`config.mk`:
```
export PLATFORM = sky130hd
export DESIGN_NAME = csrUnit
export DESIGN_NICKNAME = d
export VERILOG_FILES = /design/src/source/csrPkg.sv /design/src/source/csrRegFile.sv /design/src/source/csrAlu.sv /design/src/source/csrUnit.sv
export VERILOG_INCLUDE_DIRS = /design/src /design/src/source
export SDC_FILE = /design/constraint.sdc
export NUM_CORES = 1
export LEC_CHECK = 0
export ABC_AREA = 1
export ABC_CLOCK_PERIOD_IN_PS = 8700
export BUFFER_PORTS_ARGS = -buffer_cell sky130_fd_sc_hd__buf_2
export CAP_MARGIN = 20
export CELL_PAD_IN_SITES_DETAIL_PLACEMENT = 0
export CELL_PAD_IN_SITES_GLOBAL_PLACEMENT = 1
export CORE_UTILIZATION = 47
export CTS_CLUSTER_DIAMETER = 40
export DETAILED_ROUTE_END_ITERATION = 8
export GPL_TIMING_DRIVEN = 0
export PLACE_DENSITY_LB_ADDON = 0.1
export SLEW_MARGIN = 10
export SYNTH_ARGS = -nofsm -noshare
export SYNTH_HDL_FRONTEND = slang
export SYNTH_SLANG_ARGS = --single-unit
```
`constraint.sdc`:
```
create_clock -name clk_i -period 8.7 [get_ports clk_i]
set_clock_uncertainty 0.2 [all_clocks]
set_input_delay 1.74 -clock clk_i [delete_from_list [all_inputs] [get_ports clk_i]]
set_output_delay 1.74 -clock clk_i [all_outputs]
set_load 0.01 [all_outputs]
```
`src/source/csr_defs.svh`:
```
// CSR data and address widths, counter and fcsr addresses, fcsr field widths and masks
`ifndef CSR_DEFS_SVH
`define CSR_DEFS_SVH

// Datapath and address widths
`define CSR_XLEN        32
`define CSR_ADDR_W      12

// User counters, low and high halves
`define CSR_CYCLE       12'hC00
`define CSR_CYCLEH      12'hC80
`define CSR_INSTRET     12'hC02
`define CSR_INSTRETH    12'hC82

// Floating point status views
`define CSR_FFLAGS      12'h001
`define CSR_FRM         12'h002
`define CSR_FCSR        12'h003

// Field widths, frm sits right above fflags
`define CSR_FFLAGS_W    5
`define CSR_FRM_W       3

// Right-aligned field masks
`define CSR_FFLAGS_MASK 32'h0000001F
`define CSR_FRM_MASK    32'h00000007
`define CSR_FCSR_MASK   32'h000000FF

`endif

```
`src/source/csrPkg.sv`:
```
// Zicsr operation and FSM state enums, request and response structs
`include "csr_defs.svh"

package csrPkg;

        // Zicsr forms, same encoding as funct3
        typedef enum logic [2:0] {
                OP_RW  = 3'b001,
                OP_RS  = 3'b010,
                OP_RC  = 3'b011,
                OP_RWI = 3'b101,
                OP_RSI = 3'b110,
                OP_RCI = 3'b111
        } csrOp_e;

        // Handshake sequencer states
        typedef enum logic [1:0] {
                ST_IDLE = 2'd0,
                ST_EXEC = 2'd1,
                ST_ACK  = 2'd2
        } csrState_e;

        // One CSR instruction from the pipeline
        typedef struct packed {
                csrOp_e                 op;
                logic [`CSR_ADDR_W-1:0] addr;
                // Register operand for RW/RS/RC
                logic [`CSR_XLEN-1:0]   rs1Data;
                // Immediate, doubles as rs1 index
                logic [4:0]             uimm;
                // rs1 or uimm field is zero
                logic                   rs1IsZero;
        } csrReq_t;

        // Result back to the pipeline
        typedef struct packed {
                // Old register value
                logic [`CSR_XLEN-1:0]   rdData;
                logic                   illegal;
        } csrResp_t;

endpackage

```
`src/source/csrRegFile.sv`:
```
// CSR storage with counters, fcsr fields, read mux, masked writes and FPU flag accumulation
`timescale 1ns/1ps
`include "csr_defs.svh"

module csrRegFile (
        input  logic                   clk_i,
        input  logic                   reset_i,
        // Read port
        input  logic [`CSR_ADDR_W-1:0] rAddr_i,
        output logic [`CSR_XLEN-1:0]   rData_o,
        output logic                   rValid_o,
        // Write port
        input  logic                   wEn_i,
        input  logic [`CSR_ADDR_W-1:0] wAddr_i,
        input  logic [`CSR_XLEN-1:0]   wData_i,
        // Instret step
        input  logic                   retire_i,
        // FPU side
        input  logic                   fpuFlagsValid_i,
        input  logic [`CSR_FFLAGS_W-1:0] fpuFlags_i,
        output logic [`CSR_FRM_W-1:0]  frm_o
);

// Counters
logic [63:0] cycle;
logic [63:0] instret;

// fcsr fields kept apart
logic [`CSR_FFLAGS_W-1:0] fflags;
logic [`CSR_FRM_W-1:0]    frm;

// Whole fcsr as seen on the bus
logic [`CSR_XLEN-1:0] fcsrWord;
// fcsr after a CSR write, before flag merge
logic [`CSR_XLEN-1:0] fcsrNew;
// Incoming FPU flags, zero when not valid
logic [`CSR_FFLAGS_W-1:0] flagsIn;

assign fcsrWord = {{(`CSR_XLEN - `CSR_FRM_W - `CSR_FFLAGS_W){1'b0}}, frm, fflags};

// Read mux, every view right-aligned
always_comb begin
        rData_o  = '0;
        rValid_o = 1'b1;
        case (rAddr_i)
                `CSR_CYCLE:    rData_o = cycle[31:0];
                `CSR_CYCLEH:   rData_o = cycle[63:32];
                `CSR_INSTRET:  rData_o = instret[31:0];
                `CSR_INSTRETH: rData_o = instret[63:32];
                `CSR_FFLAGS:   rData_o = fcsrWord & `CSR_FFLAGS_MASK;
                `CSR_FRM:      rData_o = (fcsrWord >> `CSR_FFLAGS_W) & `CSR_FRM_MASK;
                `CSR_FCSR:     rData_o = fcsrWord & `CSR_FCSR_MASK;
                default: begin
                        // Unknown address reads zero
                        rValid_o = 1'b0;
                end
        endcase
end

// Field update for the three fcsr views
always_comb begin
        fcsrNew = fcsrWord;
        if (wEn_i) begin
                case (wAddr_i)
                        `CSR_FFLAGS: begin
                                fcsrNew = (fcsrWord & ~`CSR_FFLAGS_MASK)
                                        | (wData_i & `CSR_FFLAGS_MASK);
                        end
                        `CSR_FRM: begin
                                // Shift the view up above the flags
                                fcsrNew = (fcsrWord & ~(`CSR_FRM_MASK << `CSR_FFLAGS_W))
                                        | ((wData_i & `CSR_FRM_MASK) << `CSR_FFLAGS_W);
                        end
                        `CSR_FCSR: begin
                                fcsrNew = wData_i & `CSR_FCSR_MASK;
                        end
                        default: begin
                                fcsrNew = fcsrWord;
                        end
                endcase
        end
end

// FPU flags are sticky
assign flagsIn = fpuFlagsValid_i ? fpuFlags_i : '0;

// Counter update
always_ff @(posedge clk_i) begin
        if (reset_i) begin
                cycle   <= '0;
                instret <= '0;
        end else begin
                cycle <= cycle + 64'd1;
                if (retire_i) begin
                        instret <= instret + 64'd1;
                end
        end
end

// fcsr update, written value first then flags ORed on top
always_ff @(posedge clk_i) begin
        if (reset_i) begin
                fflags <= '0;
                frm    <= '0;
        end else begin
                fflags <= fcsrNew[`CSR_FFLAGS_W-1:0] | flagsIn;
                frm    <= fcsrNew[`CSR_FFLAGS_W +: `CSR_FRM_W];
        end
end

// Rounding mode to FPU
assign frm_o = frm;

endmodule

```
`src/source/csrAlu.sv`:
```
// Zicsr read-modify-write operator with write decision and illegal access detection
`timescale 1ns/1ps
`include "csr_defs.svh"

module csrAlu (
        input  csrPkg::csrReq_t      req_i,
        input  logic [`CSR_XLEN-1:0] oldData_i,
        input  logic                 addrValid_i,
        output logic [`CSR_XLEN-1:0] newData_o,
        output logic                 wEn_o,
        output logic                 illegal_o
);

// Source operand after form select
logic [`CSR_XLEN-1:0] operand;
// Write wanted by the instruction itself
logic                 wantWrite;
// Top two address bits 11 mean read-only
logic                 readOnly;

// Immediate forms take zero-extended uimm
always_comb begin
        if (req_i.op inside {csrPkg::OP_RWI, csrPkg::OP_RSI, csrPkg::OP_RCI}) begin
                operand = {{(`CSR_XLEN - $bits(req_i.uimm)){1'b0}}, req_i.uimm};
        end else begin
                operand = req_i.rs1Data;
        end
end

// New value and Zicsr write rule
always_comb begin
        newData_o = oldData_i;
        wantWrite = 1'b0;
        case (req_i.op)
                csrPkg::OP_RW, csrPkg::OP_RWI: begin
                        newData_o = operand;
                        wantWrite = 1'b1;
                end
                csrPkg::OP_RS, csrPkg::OP_RSI: begin
                        newData_o = oldData_i | operand;
                        wantWrite = !req_i.rs1IsZero;
                end
                csrPkg::OP_RC, csrPkg::OP_RCI: begin
                        newData_o = oldData_i & ~operand;
                        wantWrite = !req_i.rs1IsZero;
                end
                default: begin
                        // Reserved funct3, no side effect
                        wantWrite = 1'b0;
                end
        endcase
end

assign readOnly  = &req_i.addr[`CSR_ADDR_W-1 -: 2];
assign illegal_o = !addrValid_i || (wantWrite && readOnly);
// Illegal access changes nothing
assign wEn_o     = wantWrite && !illegal_o;

endmodule

```
`src/source/csrUnit.sv`:
```
// Zicsr unit top with four-phase req/ack FSM, register file and read-modify-write operator
`timescale 1ns/1ps
`include "csr_defs.svh"

module csrUnit (
        input  logic                     clk_i,
        input  logic                     reset_i,
        // Pipeline handshake
        input  logic                     req_i,
        input  csrPkg::csrReq_t          reqData_i,
        output logic                     ack_o,
        output csrPkg::csrResp_t         resp_o,
        // Instret step
        input  logic                     retire_i,
        // FPU side
        input  logic                     fpuFlagsValid_i,
        input  logic [`CSR_FFLAGS_W-1:0] fpuFlags_i,
        output logic [`CSR_FRM_W-1:0]    frm_o
);

// Sequencer state
csrPkg::csrState_e state;

// Request captured on the accepting edge
csrPkg::csrReq_t reqReg;

// Register file read side
logic [`CSR_XLEN-1:0] rData;
logic                 rValid;

// Operator results
logic [`CSR_XLEN-1:0] newData;
logic                 aluWEn;
logic                 illegal;

// Write strobe only during the execute cycle
logic                 wEn;

assign wEn = (state == csrPkg::ST_EXEC) && aluWEn;

csrRegFile regFile_i (
        .clk_i           (clk_i),
        .reset_i         (reset_i),
        .rAddr_i         (reqReg.addr),
        .rData_o         (rData),
        .rValid_o        (rValid),
        .wEn_i           (wEn),
        .wAddr_i         (reqReg.addr),
        .wData_i         (newData),
        .retire_i        (retire_i),
        .fpuFlagsValid_i (fpuFlagsValid_i),
        .fpuFlags_i      (fpuFlags_i),
        .frm_o           (frm_o)
);

csrAlu alu_i (
        .req_i       (reqReg),
        .oldData_i   (rData),
        .addrValid_i (rValid),
        .newData_o   (newData),
        .wEn_o       (aluWEn),
        .illegal_o   (illegal)
);

// Handshake FSM
always_ff @(posedge clk_i) begin
        if (reset_i) begin
                state <= csrPkg::ST_IDLE;
                ack_o <= 1'b0;
        end else begin
                case (state)
                        csrPkg::ST_IDLE: begin
                                // Accept a new request
                                if (req_i) begin
                                        state <= csrPkg::ST_EXEC;
                                end
                        end
                        csrPkg::ST_EXEC: begin
                                // Write lands here, ack goes up
                                ack_o <= 1'b1;
                                state <= csrPkg::ST_ACK;
                        end
                        csrPkg::ST_ACK: begin
                                // Hold until the pipeline lets go
                                if (!req_i) begin
                                        ack_o <= 1'b0;
                                        state <= csrPkg::ST_IDLE;
                                end
                        end
                        default: begin
                                ack_o <= 1'b0;
                                state <= csrPkg::ST_IDLE;
                        end
                endcase
        end
end

// Request register, loaded on accept only
always_ff @(posedge clk_i) begin
        if ((state == csrPkg::ST_IDLE) && req_i) begin
                reqReg <= reqData_i;
        end
end

// Response register
always_ff @(posedge clk_i) begin
        if (state == csrPkg::ST_EXEC) begin
                // Old value returned even when illegal
                resp_o.rdData  <= rData;
                resp_o.illegal <= illegal;
        end
end

endmodule

```
==> metrics, run 1 <==
dpl cells roughly 1900; sequential share of the synthesized area between 40 and 50%; clk slew on worst S/H paths around 0.050 ns; clk root buf clkbuf_16; TritonCTS clock tree done; Worst R2R Setup Slack 6.14 ns; initial DRC count between 1000 and 1500; CTS hold repair buffers 0; max-slew violation count 0; Antenna Cells 0; DP Area 11800 um2; RSZ-0062 raised after global routing no; Fillers 2215; Leakage around 4.7 nW; top cells by area, synth dfxtp_1, edfxtp_1, nand2_1; nets roughly 1700; initial antenna violation count 1; die height between 150 and 200 um; Reg area 4640 um2; Num CTS Buffers 37; final period utilization 36.9%; Critical Path Sink Type register; iteration count of the initial detailed-routing pass 6; count leader, synth nand2_1; syn avg cell area ~7.3 um2; WL per Instance between 15 and 20 um; Commonest cells post-synth nand2_1, nor2_1, inv_1; pwr dens about 200 nW/um2; largest net degree at the start of global routing 21; crit-path max FO 10; delay-heaviest family, CP simple AND/OR/NAND/NOR gates; vias in the first global route between 9000 and 10000; share of power burned in registers 39.0%; reg2reg end resp_o[22]$_DFFE_PP_; P&R area growth vs syn 18.8%; Yosys cell types 55; Post-synth EDFFs 62; fraction of registers with async set or reset after synthesis 0%; clock power share roughly 57%; Buf/Inv on CP 4; CTS Sinks between 200 and 250; relative slew slack 33.5%; input/output buffers 73; CP max-delay cell nor2_1; Max VDD drop 0.154 mV; Sw Pwr ~0.00057 W; cells on worst reg2reg path 8; Main synth FF type dfxtp_1; Final ANT Viol Nets 0; post-cts resize count 0; setup bufs post-CTS 0; final instance area approximately 13000 um2; crit start category primary input; Worst EP required 8.87 ns; CTS max path bufs 3; combinational share of power roughly 3.5%; fin crit period between 3 and 4 ns; Final Hold Fails 0; FF-to-FF Start reqReg[48]$_DFFE_PP_; worst min path class reg -> reg; grt ovf 0; Initial Util 48.3%; DR vias/cell 5.54; syn_nets approximately 1600; H-tree Lvls 2; total track usage between 30% and 40%; share of layout cells above drive strength 1 approximately 16%; max cap viols 0; YS warnings 0; CP Cell Sequence buf_4 -> inv_2 -> nor2_4 -> nand2_2 -> nor2_1 -> inv_2 -> nor2_1 -> inv_2 -> nor2_1 -> xor2_1 -> nor2_1; Data arrival, critical path roughly 3.4 ns; Hold WS roughly 0.27 ns; Die Footprint approximately 24000 um2; Setup CP Type in -> reg; Worst Tran Pin Value between 0.9 and 1 ns; share of the synthesized area in the top cell type about a quarter; outcome completed; first-pass GRT wire length about 60 mm; DRC viols 0; Placer Congestion 1.01; vias post-DR around 11000; worst skew pair latency about 0.52 ns; Mapped Area about 11000 um2; IO Count 100; final core occ a little under three fifths; Final Non-Filler Cells roughly 2000; Worst path max stage delay 0.33 ns; Yosys reg bits 201; FMAX roughly 310 MHz; core area ~23000 um2; multi-input logic area 5380 um2; detailed placement HPWL between 30 and 40 mm; setup TNS 0 ns; Syn Inst Count 1503; hold path depth 2; Hold Path End regFile_i.cycle[62]$_SDFF_PP0_; Post-Route WL roughly 39 mm; setup violators final 0; CP dominant cell by count nor2_1; Sw Ratio 22.5%; Rows between 50 and 60; Pint between 0.0015 and 0.002 W; origin of the worst min-delay path regFile_i.cycle[62]$_SDFF_PP0_; dominant cell type by area after synthesis dfxtp_1; Chip Width 155 um
-- flip-flops by register name, indices dropped and copies added (netlist names) --
signal / flops
ack_o: 1
regFile_i.cycle: 64
regFile_i.fflags: 5
regFile_i.frm_o: 3
regFile_i.instret: 64
reqReg: 29
resp_o: 33
state: 2
-- cells by family (layout without fill, tap and decap cells) --
family | Yosys count | in the layout | share of synthesized area [%]
AND/OR/NAND/NOR | 811 | 811 | 35.7
adder cells (fa/ha/maj) | 2 | 2 | 0.227
buffers and inverters | 257 | 399 | 9.01
flip-flops | 201 | 201 | 42.2
AO/OA/AOI/OAI | 207 | 207 | 10.9
XOR/XNOR | 25 | 25 | 1.99
-- cell usage in the layout (no fill, tap or decap), drive strengths merged, types with 4 or more instances in the layout --
cell and instances:
buf 89, xor2 21, nor2 239, o221ai 6
o21a 8, dfxtp 139, a311o 10, a21oi 81
o21ai 68, nor3b 7, edfxtp 62, nand4 51
o22ai 21, nand2 291, nor3 89, clkbuf 64
inv 225, xnor2 4, nand3 105, nor4 17
or2 4, bufinv 4, clkinv 16
-- area by class of cell --
class                   instances  area share, %
flip-flops and latches        201           35.5
clock inverters                19           1.70
plain buffers                  30           1.05
well taps                     313           3.00
repair buffers                 75           3.12
inverters                     227           6.53
multi-input cells            1045           41.1
clock buffers                  48           7.95
-- per-stage QoR --
step	total power [W]	setup WS, ns
floorplan	0.00107	5.05
global placement	0.00110	4.20
detailed placement	0.00111	5.02
CTS	0.00257	5.55
global route	0.00263	5.41
finish	0.00256	5.49
-- layer usage --
metal / global-route usage, % / up-vias / wire, um
li1: - / 5270 / -
met3: 5.07 / 79 / 3470
met5: 0 / - / 12
met4: 10.0 / 2 / 976
met2: 50.6 / 515 / 16800
met1: 47.4 / 4986 / 17800
-- how the worst max path moves through the flow --
| stage | from | end | slack (ns) | cells past startpoint |
|---|---|---|---|---|
| finish | retire_i | regFile_i.instret[26]$_SDFFE_PP0P_ | 5.49 | 11 |
| global route | retire_i | regFile_i.instret[26]$_SDFFE_PP0P_ | 5.41 | 11 |
| CTS | retire_i | regFile_i.instret[26]$_SDFFE_PP0P_ | 5.55 | 11 |
| detailed placement | retire_i | regFile_i.instret[26]$_SDFFE_PP0P_ | 5.02 | 11 |
| global placement | state[0]$_SDFFE_PP0P_ | regFile_i.fflags[4]$_SDFF_PP0_ | 4.20 | 9 |
| floorplan | req_i | reqReg[0]$_DFFE_PP_ | 5.05 | 2 |
-- worst register-to-register path, stage by stage (launching register included) --
cell	delay, ns
edfxtp_1	0.37
nand2_1	0.08
inv_1	0.08
nand2_4	0.12
nor2_4	0.07
nand2_1	0.27
clkbuf_1	0.50
o22ai_1	0.28
a311o_1	0.33
-- power by group through the flow --
stage / registers [W] / clock network, W / logic, W
after floorplan: 0.00102 / 0 / 0.0000479
after global placement: 0.00102 / 0 / 0.0000844
after detailed placement: 0.00102 / 0 / 0.0000894
after CTS: 0.000998 / 0.00148 / 0.0000898
after global routing: 0.000999 / 0.00153 / 0.0000995
final: 0.000998 / 0.00147 / 0.0000897
No activity file was read; power rests on OpenSTA's default activity.
==> inputs of run 2 (changes only) <==
- ABC_CLOCK_PERIOD_IN_PS: 8700 -> 2800
- CORE_UTILIZATION: 47 -> 40
- clock period: 8.7 -> 2.8 ns (I/O delays scaled with it)
==> run 2 against run 1 <==
  * Register-to-register slack got worse by 5.8 ns
  * Largest power group unchanged
  * Clock-buffer cell count rose by 11
  * Total power rose to 3.3 times the previous value
  * Combinational power rose to 3.3 times the previous value
  * Clock power rose to 3.3 times the previous value
  * Non-clock buffer count rose by 17
==> metrics, run 2 (synthesized netlist as in run 1, its figures left out) <==
TritonCTS clock tree done; vias in the first global route 10200 (+4.3%); most frequent cells in the layout nand2_1, nor2_1, inv_1, dfxtp_1, nand3_1; Chip Width 168 um (+8.3%); Final Hold Fails 0 (unchanged); die height 168 um (+8.3%); Buf/Inv on CP 1 (-3); crit start category register; DR vias/cell 5.31 (-4.3%); biggest regs regFile_i.cycle x64, regFile_i.instret x64, resp_o x33; Data arrival, critical path 2.65 ns (-0.73 ns); reg2reg end regFile_i.cycle[54]$_SDFF_PP0_; WL per Instance 20.2 um (+1.3%); relative slew slack 23.5% (-10 points); core area 27000 um2 (+18%); post-cts resize count 0 (unchanged); CTS hold repair buffers 18 (+18); clk slew on worst S/H paths 0.05 ns (about the same); final period utilization between 80% and 90%; fin crit period 2.48 ns; worst min path class in -> reg; Worst R2R Setup Slack 0.32 ns (-5.82 ns); H-tree Lvls 2 (unchanged); clk root buf clkbuf_16; CP max-delay cell nor3_1; Worst Tran Pin Value 1.15 ns (+0.158 ns); outcome completed; DRC viols 0 (unchanged); Hold Path End reqReg[49]$_DFFE_PP_; Leakage 4.81 nW (+2.6%); most common cell after layout, fill and taps aside nand2_1; first-pass GRT wire length 60.9 mm (+4.2%); nets 1703 (+1.2%); Final WS setup 0.318 ns (-5.17 ns); Setup CP Type reg -> reg; P&R area growth vs syn 21.9%; gr busiest metal met2; CTS max path bufs 3 (unchanged); cells on worst reg2reg path 8 (unchanged); share of layout cells above drive strength 1 15.7% (+0.056 points); Levels on crit path 8 (-3); initial antenna violation count 0 (-1); largest net degree at the start of global routing 30 (+43%); IO Count 100 (unchanged); max-slew violation count 0 (unchanged); GR Util met2 44.3% (-6.2 points); Post-Route WL 40.6 mm (+4.1%); grt ovf 0 (unchanged); met3 usage 7.50% (+2.4 points); input/output buffers 73 (unchanged); Num CTS Buffers 41 (+11%); Critical Path Sink Type register; pwr dens 620 nW/um2 (+220%); crit-path max FO 4 (-6); Antenna Cells 0 (unchanged); Rows 60 (+9.1%); Max VDD drop 0.494 mV (+220%); setup bufs post-CTS 0 (unchanged); Placer Congestion 0.933 (-7.4%); Initial Util 40.8% (-7.5 points); CTS Sinks 201 (unchanged); total track usage 29.3% (-3.6 points); DP Worst Slack 0.329 ns (-4.69 ns); RSZ-0062 raised after global routing no; setup violators final 0 (unchanged); CP Cell Sequence ha_1 -> nand3_2 -> nor2_1 -> inv_1 -> nor3_1 -> nand3_1 -> nand2_1 -> a21oi_1; Worst path max stage delay 0.74 ns (+0.41 ns); final core occ 49.8% (-7.6 points); setup TNS 0 ns (unchanged); vias post-DR 10700 (-1.6%); iteration count of the initial detailed-routing pass 6 (unchanged); met1 Usage GRT 39.9% (-7.5 points); Fillers 2677 (+21%); Die Footprint 28200 um2 (+17%); Worst EP required 2.97 ns (-5.90 ns); max cap viols 0 (unchanged); worst skew pair latency 0.52 ns (about the same); detailed placement HPWL 32.1 mm (+3.4%); origin of the worst min-delay path reqData_i[49]; Hold WS 0.0207 ns (-0.247 ns); delay-heaviest family, CP simple AND/OR/NAND/NOR gates; initial DRC count 918 (-17%); FF-to-FF Start regFile_i.cycle[0]$_SDFF_PP0_; Final ANT Viol Nets 0 (unchanged); FMAX between 400 and 500 MHz; hold path depth 1 (-1)
## run 2: final cells by class
| class | instances | area, um2 | share of cell area (%) |
|---|---|---|---|
| clock buffers | 59 | 1220 | 9.07 |
| inverters | 227 | 853 | 6.36 |
| well taps | 341 | 427 | 3.18 |
| multi-input cells | 1045 | 5380 | 40.1 |
| repair buffers | 92 | 566 | 4.22 |
| plain buffers | 30 | 138 | 1.03 |
| clock inverters | 17 | 189 | 1.41 |
| flip-flops and latches | 201 | 4640 | 34.6 |
## run 2: per-stage QoR
stage                     total power [W]  instance area (um2)  std cells
after floorplan                   0.00331                11000       1503
after global routing              0.00859                13400       2012
after CTS                         0.00841                13400       2012
after global placement            0.00343                11800       1917
final                             0.00832                13400       2012
after detailed placement          0.00343                11800       1918
## run 2: power breakdown
part	total, W	internal (W)	switching [W]
logic	0.000294	0.0000978	0.000196
clock network	0.00492	0.00330	0.00163
registers	0.00310	0.00307	0.0000282
## run 2: worst max-delay path by stage
stage                                               to                              start  slack [ns]
floorplan                          reqReg[0]$_DFFE_PP_                              req_i        0.33
detailed placement  regFile_i.instret[26]$_SDFFE_PP0P_                           retire_i        0.33
global placement        regFile_i.fflags[4]$_SDFF_PP0_              state[1]$_SDFFE_PP0P_       -0.56
finish                  regFile_i.cycle[54]$_SDFF_PP0_      regFile_i.cycle[0]$_SDFF_PP0_        0.32
CTS                 regFile_i.instret[26]$_SDFFE_PP0P_  regFile_i.instret[0]$_SDFFE_PP0P_        0.36
global route            regFile_i.cycle[54]$_SDFF_PP0_      regFile_i.cycle[0]$_SDFF_PP0_        0.10
## run 2: per-layer routing
layer  vias to the layer above  routed length [um]
li1                       5323                   -
met1                      4859               18300
met2                       412               17200
met3                        82                3610
met4                         0                1500
met5                         -                   0
## run 2: worst reg2reg max path, delay by kind of cell, from the launching register on
kind | cells | cell delay (ns)
AND/OR/NAND/NOR | 5 | 1.37
flip-flops | 1 | 0.38
adder cells (fa/ha/maj) | 1 | 0.22
buffers and inverters | 1 | 0.11
AO/OA/AOI/OAI | 1 | 0.06
==> inputs of run 3 (changes only) <==
--- a/config.mk
+++ b/config.mk
@@ -14,3 +14,3 @@
 export CELL_PAD_IN_SITES_GLOBAL_PLACEMENT = 1
-export CORE_UTILIZATION = 40
+export CORE_UTILIZATION = 30
 export CTS_CLUSTER_DIAMETER = 40
--- a/constraint.sdc
+++ b/constraint.sdc
@@ -4,2 +4,2 @@
 set_output_delay 0.56 -clock clk_i [all_outputs]
-set_load 0.01 [all_outputs]
+set_load 0.05 [all_outputs]
==> run 3 against run 2 <==
  * The flow now finishes with violations (DRC)
  * Die area is 33% higher
  * Worst hold slack improved by 0.10 ns
  * Clock power is 4.3% lower
  * Maximum frequency is 5.8% lower
  * Sequential share of layout area down 0.42 points
  * Sequential power is essentially flat
  * Final area increased by 1.2%
  * Register-to-register slack got worse by 0.15 ns
  * Clock-buffer cell count is 12 lower
  * Largest cell class unchanged
==> metrics, run 3 (synthesized netlist as in run 1, its figures left out) <==
outcome complete, but fails checks; failing checks DRC; DR vias/cell 5.03 (-5.2%); most common cell after layout, fill and taps aside nand2_1; detailed placement HPWL 34.7 mm (+8.0%); CTS Sinks 201 (unchanged); iteration count of the initial detailed-routing pass 8 (+2); clk root buf clkbuf_16; Initial Util 30.7% (-10 points); Fillers 3796 (+42%); crit path launch regFile_i.cycle[0]$_SDFF_PP0_; setup violators final 0 (unchanged); initial DRC count 850 (-7.4%); TritonCTS clock tree done; nets 1714 (+0.65%); RSZ-0062 raised after global routing no; Worst Tran Pin Value 1.09 ns (-0.0522 ns); input/output buffers 73 (unchanged); die height 194 um (+15%); P&R area growth vs syn 23.4%; fin crit period 2.63 ns (+0.152 ns); Num CTS Buffers 41 (unchanged); IO Count 100 (unchanged); most frequent cells in the layout nand2_1, nor2_1, inv_1, dfxtp_1, nand3_1; biggest regs regFile_i.cycle x64, regFile_i.instret x64, resp_o x33; pwr dens 603 nW/um2 (-2.8%); Antenna Cells 0 (unchanged); vias in the first global route 10400 (+1.4%); crit start category register; Final Non-Filler Cells 2140 (+6.4%); hold path depth 5 (+4); Final ANT Viol Nets 0 (unchanged); grt ovf 0 (unchanged); cells on worst reg2reg path 12 (+4); reg2reg end regFile_i.cycle[58]$_SDFF_PP0_; share of layout cells above drive strength 1 15.7% (+0.044 points); relative slew slack 27.0% (+3.5 points); CTS max path bufs 3 (unchanged); vias post-DR 10800 (+0.79%); Worst Setup EP regFile_i.cycle[58]$_SDFF_PP0_; clk slew on worst S/H paths 0.06 ns (about the same); final instance area 13600 um2 (+1.2%); Reg area 4640 um2 (unchanged); FMAX 380 MHz (-5.8%); Data arrival, critical path 2.87 ns (+0.22 ns); Placer Congestion 0.925 (-0.90%); Worst EP required 3.04 ns (+0.07 ns); max-slew violation count 0 (unchanged); total track usage 23.6% (-5.6 points); Max VDD drop 0.431 mV (-13%); Worst R2R Setup Slack 0.17 ns (-0.15 ns); H-tree Lvls 2 (unchanged); first-pass GRT wire length 65.1 mm (+6.9%); Die Footprint 37400 um2 (+33%); largest net degree at the start of global routing 30 (unchanged); dpl cells 2038 (+6.3%); Setup CP Type reg -> reg; Hold WS 0.123 ns (+0.102 ns); DRC viols 5 (+5); Post-Route WL 43.9 mm (+7.9%); core area 35800 um2 (+33%); Final Hold Fails 0 (unchanged); multi-input logic area 5390 um2 (about the same); initial antenna violation count 0 (unchanged); setup bufs post-CTS 0 (unchanged); worst skew pair latency 0.55 ns (+0.03 ns); final period utilization 94.1% (+5.4 points); DP Area 12000 um2 (+1.3%); Critical Path Sink Type register; WL per Instance 20.5 um (+1.5%); FF-to-FF Start regFile_i.cycle[0]$_SDFF_PP0_; worst min path class in -> reg; Chip Width 194 um (+15%); Rows 69 (+15%); max cap viols 0 (unchanged); Leakage 4.80 nW (-0.11%); crit-path max FO 6 (+2)
[run 3: repair_timing]
| action | in CTS | in global routing |
|---|---|---|
| endpoints found under the setup margin | 0 | 1 |
| resized for setup | 0 | 1 |
| endpoints found under the hold margin | 29 | 0 |
| hold buffers | 29 | 0 |
[run 3: worst min path at each step]
stage                                                   end  slack (ns)                      startpoint
final                        regFile_i.fflags[2]$_SDFF_PP0_        0.12                   fpuFlags_i[2]
after global routing      regFile_i.instret[0]$_SDFFE_PP0P_        0.11                        retire_i
after CTS                    regFile_i.fflags[2]$_SDFF_PP0_        0.09                   fpuFlags_i[2]
after detailed placement     regFile_i.cycle[62]$_SDFF_PP0_        0.26  regFile_i.cycle[62]$_SDFF_PP0_
after global placement       regFile_i.cycle[62]$_SDFF_PP0_        0.25  regFile_i.cycle[62]$_SDFF_PP0_
after floorplan               regFile_i.cycle[0]$_SDFF_PP0_        0.23   regFile_i.cycle[0]$_SDFF_PP0_
[run 3: per-layer routing]
metal / vias up / share of wire, % / wire (um) / GRT usage (%)
li1: 5343 / - / - / -
met3: 66 / 5.9 / 2600 / 3.80
met4: 0 / 3.4 / 1480 / 9.19
met5: - / 0 / 0 / 0
met1: 5010 / 46 / 20400 / 32.1
met2: 341 / 44 / 19400 / 37.4
[run 3: worst max-delay path, cell delays in order, from the launching register on]
cell	delay [ns]
dfxtp_1	0.39
ha_1	0.23
nand3_2	0.15
inv_2	0.18
nand2_2	0.14
nor3_1	0.23
nand2_1	0.13
inv_2	0.10
nand4_2	0.27
nor2_4	0.24
nand3_1	0.09
o21ai_1	0.13
nor2_1	0.05
[run 3: where the power goes]
group | leakage [nW] | switching, W | internal, W | total [W]
logic | 2.46 | 0.000268 | 0.000108 | 0.000376
registers | 1.72 | 0.0000293 | 0.00307 | 0.00310
clock network | 0.627 | 0.00177 | 0.00294 | 0.00471
[run 3: final cells by class]
class                      instances  area share [%]
buffer                            30            1.01
clock buffer                      47            7.79
clock inverter                    26            1.83
inverter                         227            6.28
multi-input combinational       1045            39.7
sequential                       201            34.2
tap                              461            4.25
timing repair buffer             103            4.97
[run 3: stage by stage]
step,worst slack [ns],utilization (%),total power [W],TNS [ns]
after global routing,0.0382,37.9,0.00845,0
after floorplan,0.331,-,0.00337,0
after CTS,0.177,37.9,0.00828,0
after global placement,-0.773,33.3,0.00350,-13.88
after detailed placement,0.138,33.4,0.00351,0
final,0.166,37.9,0.00818,0
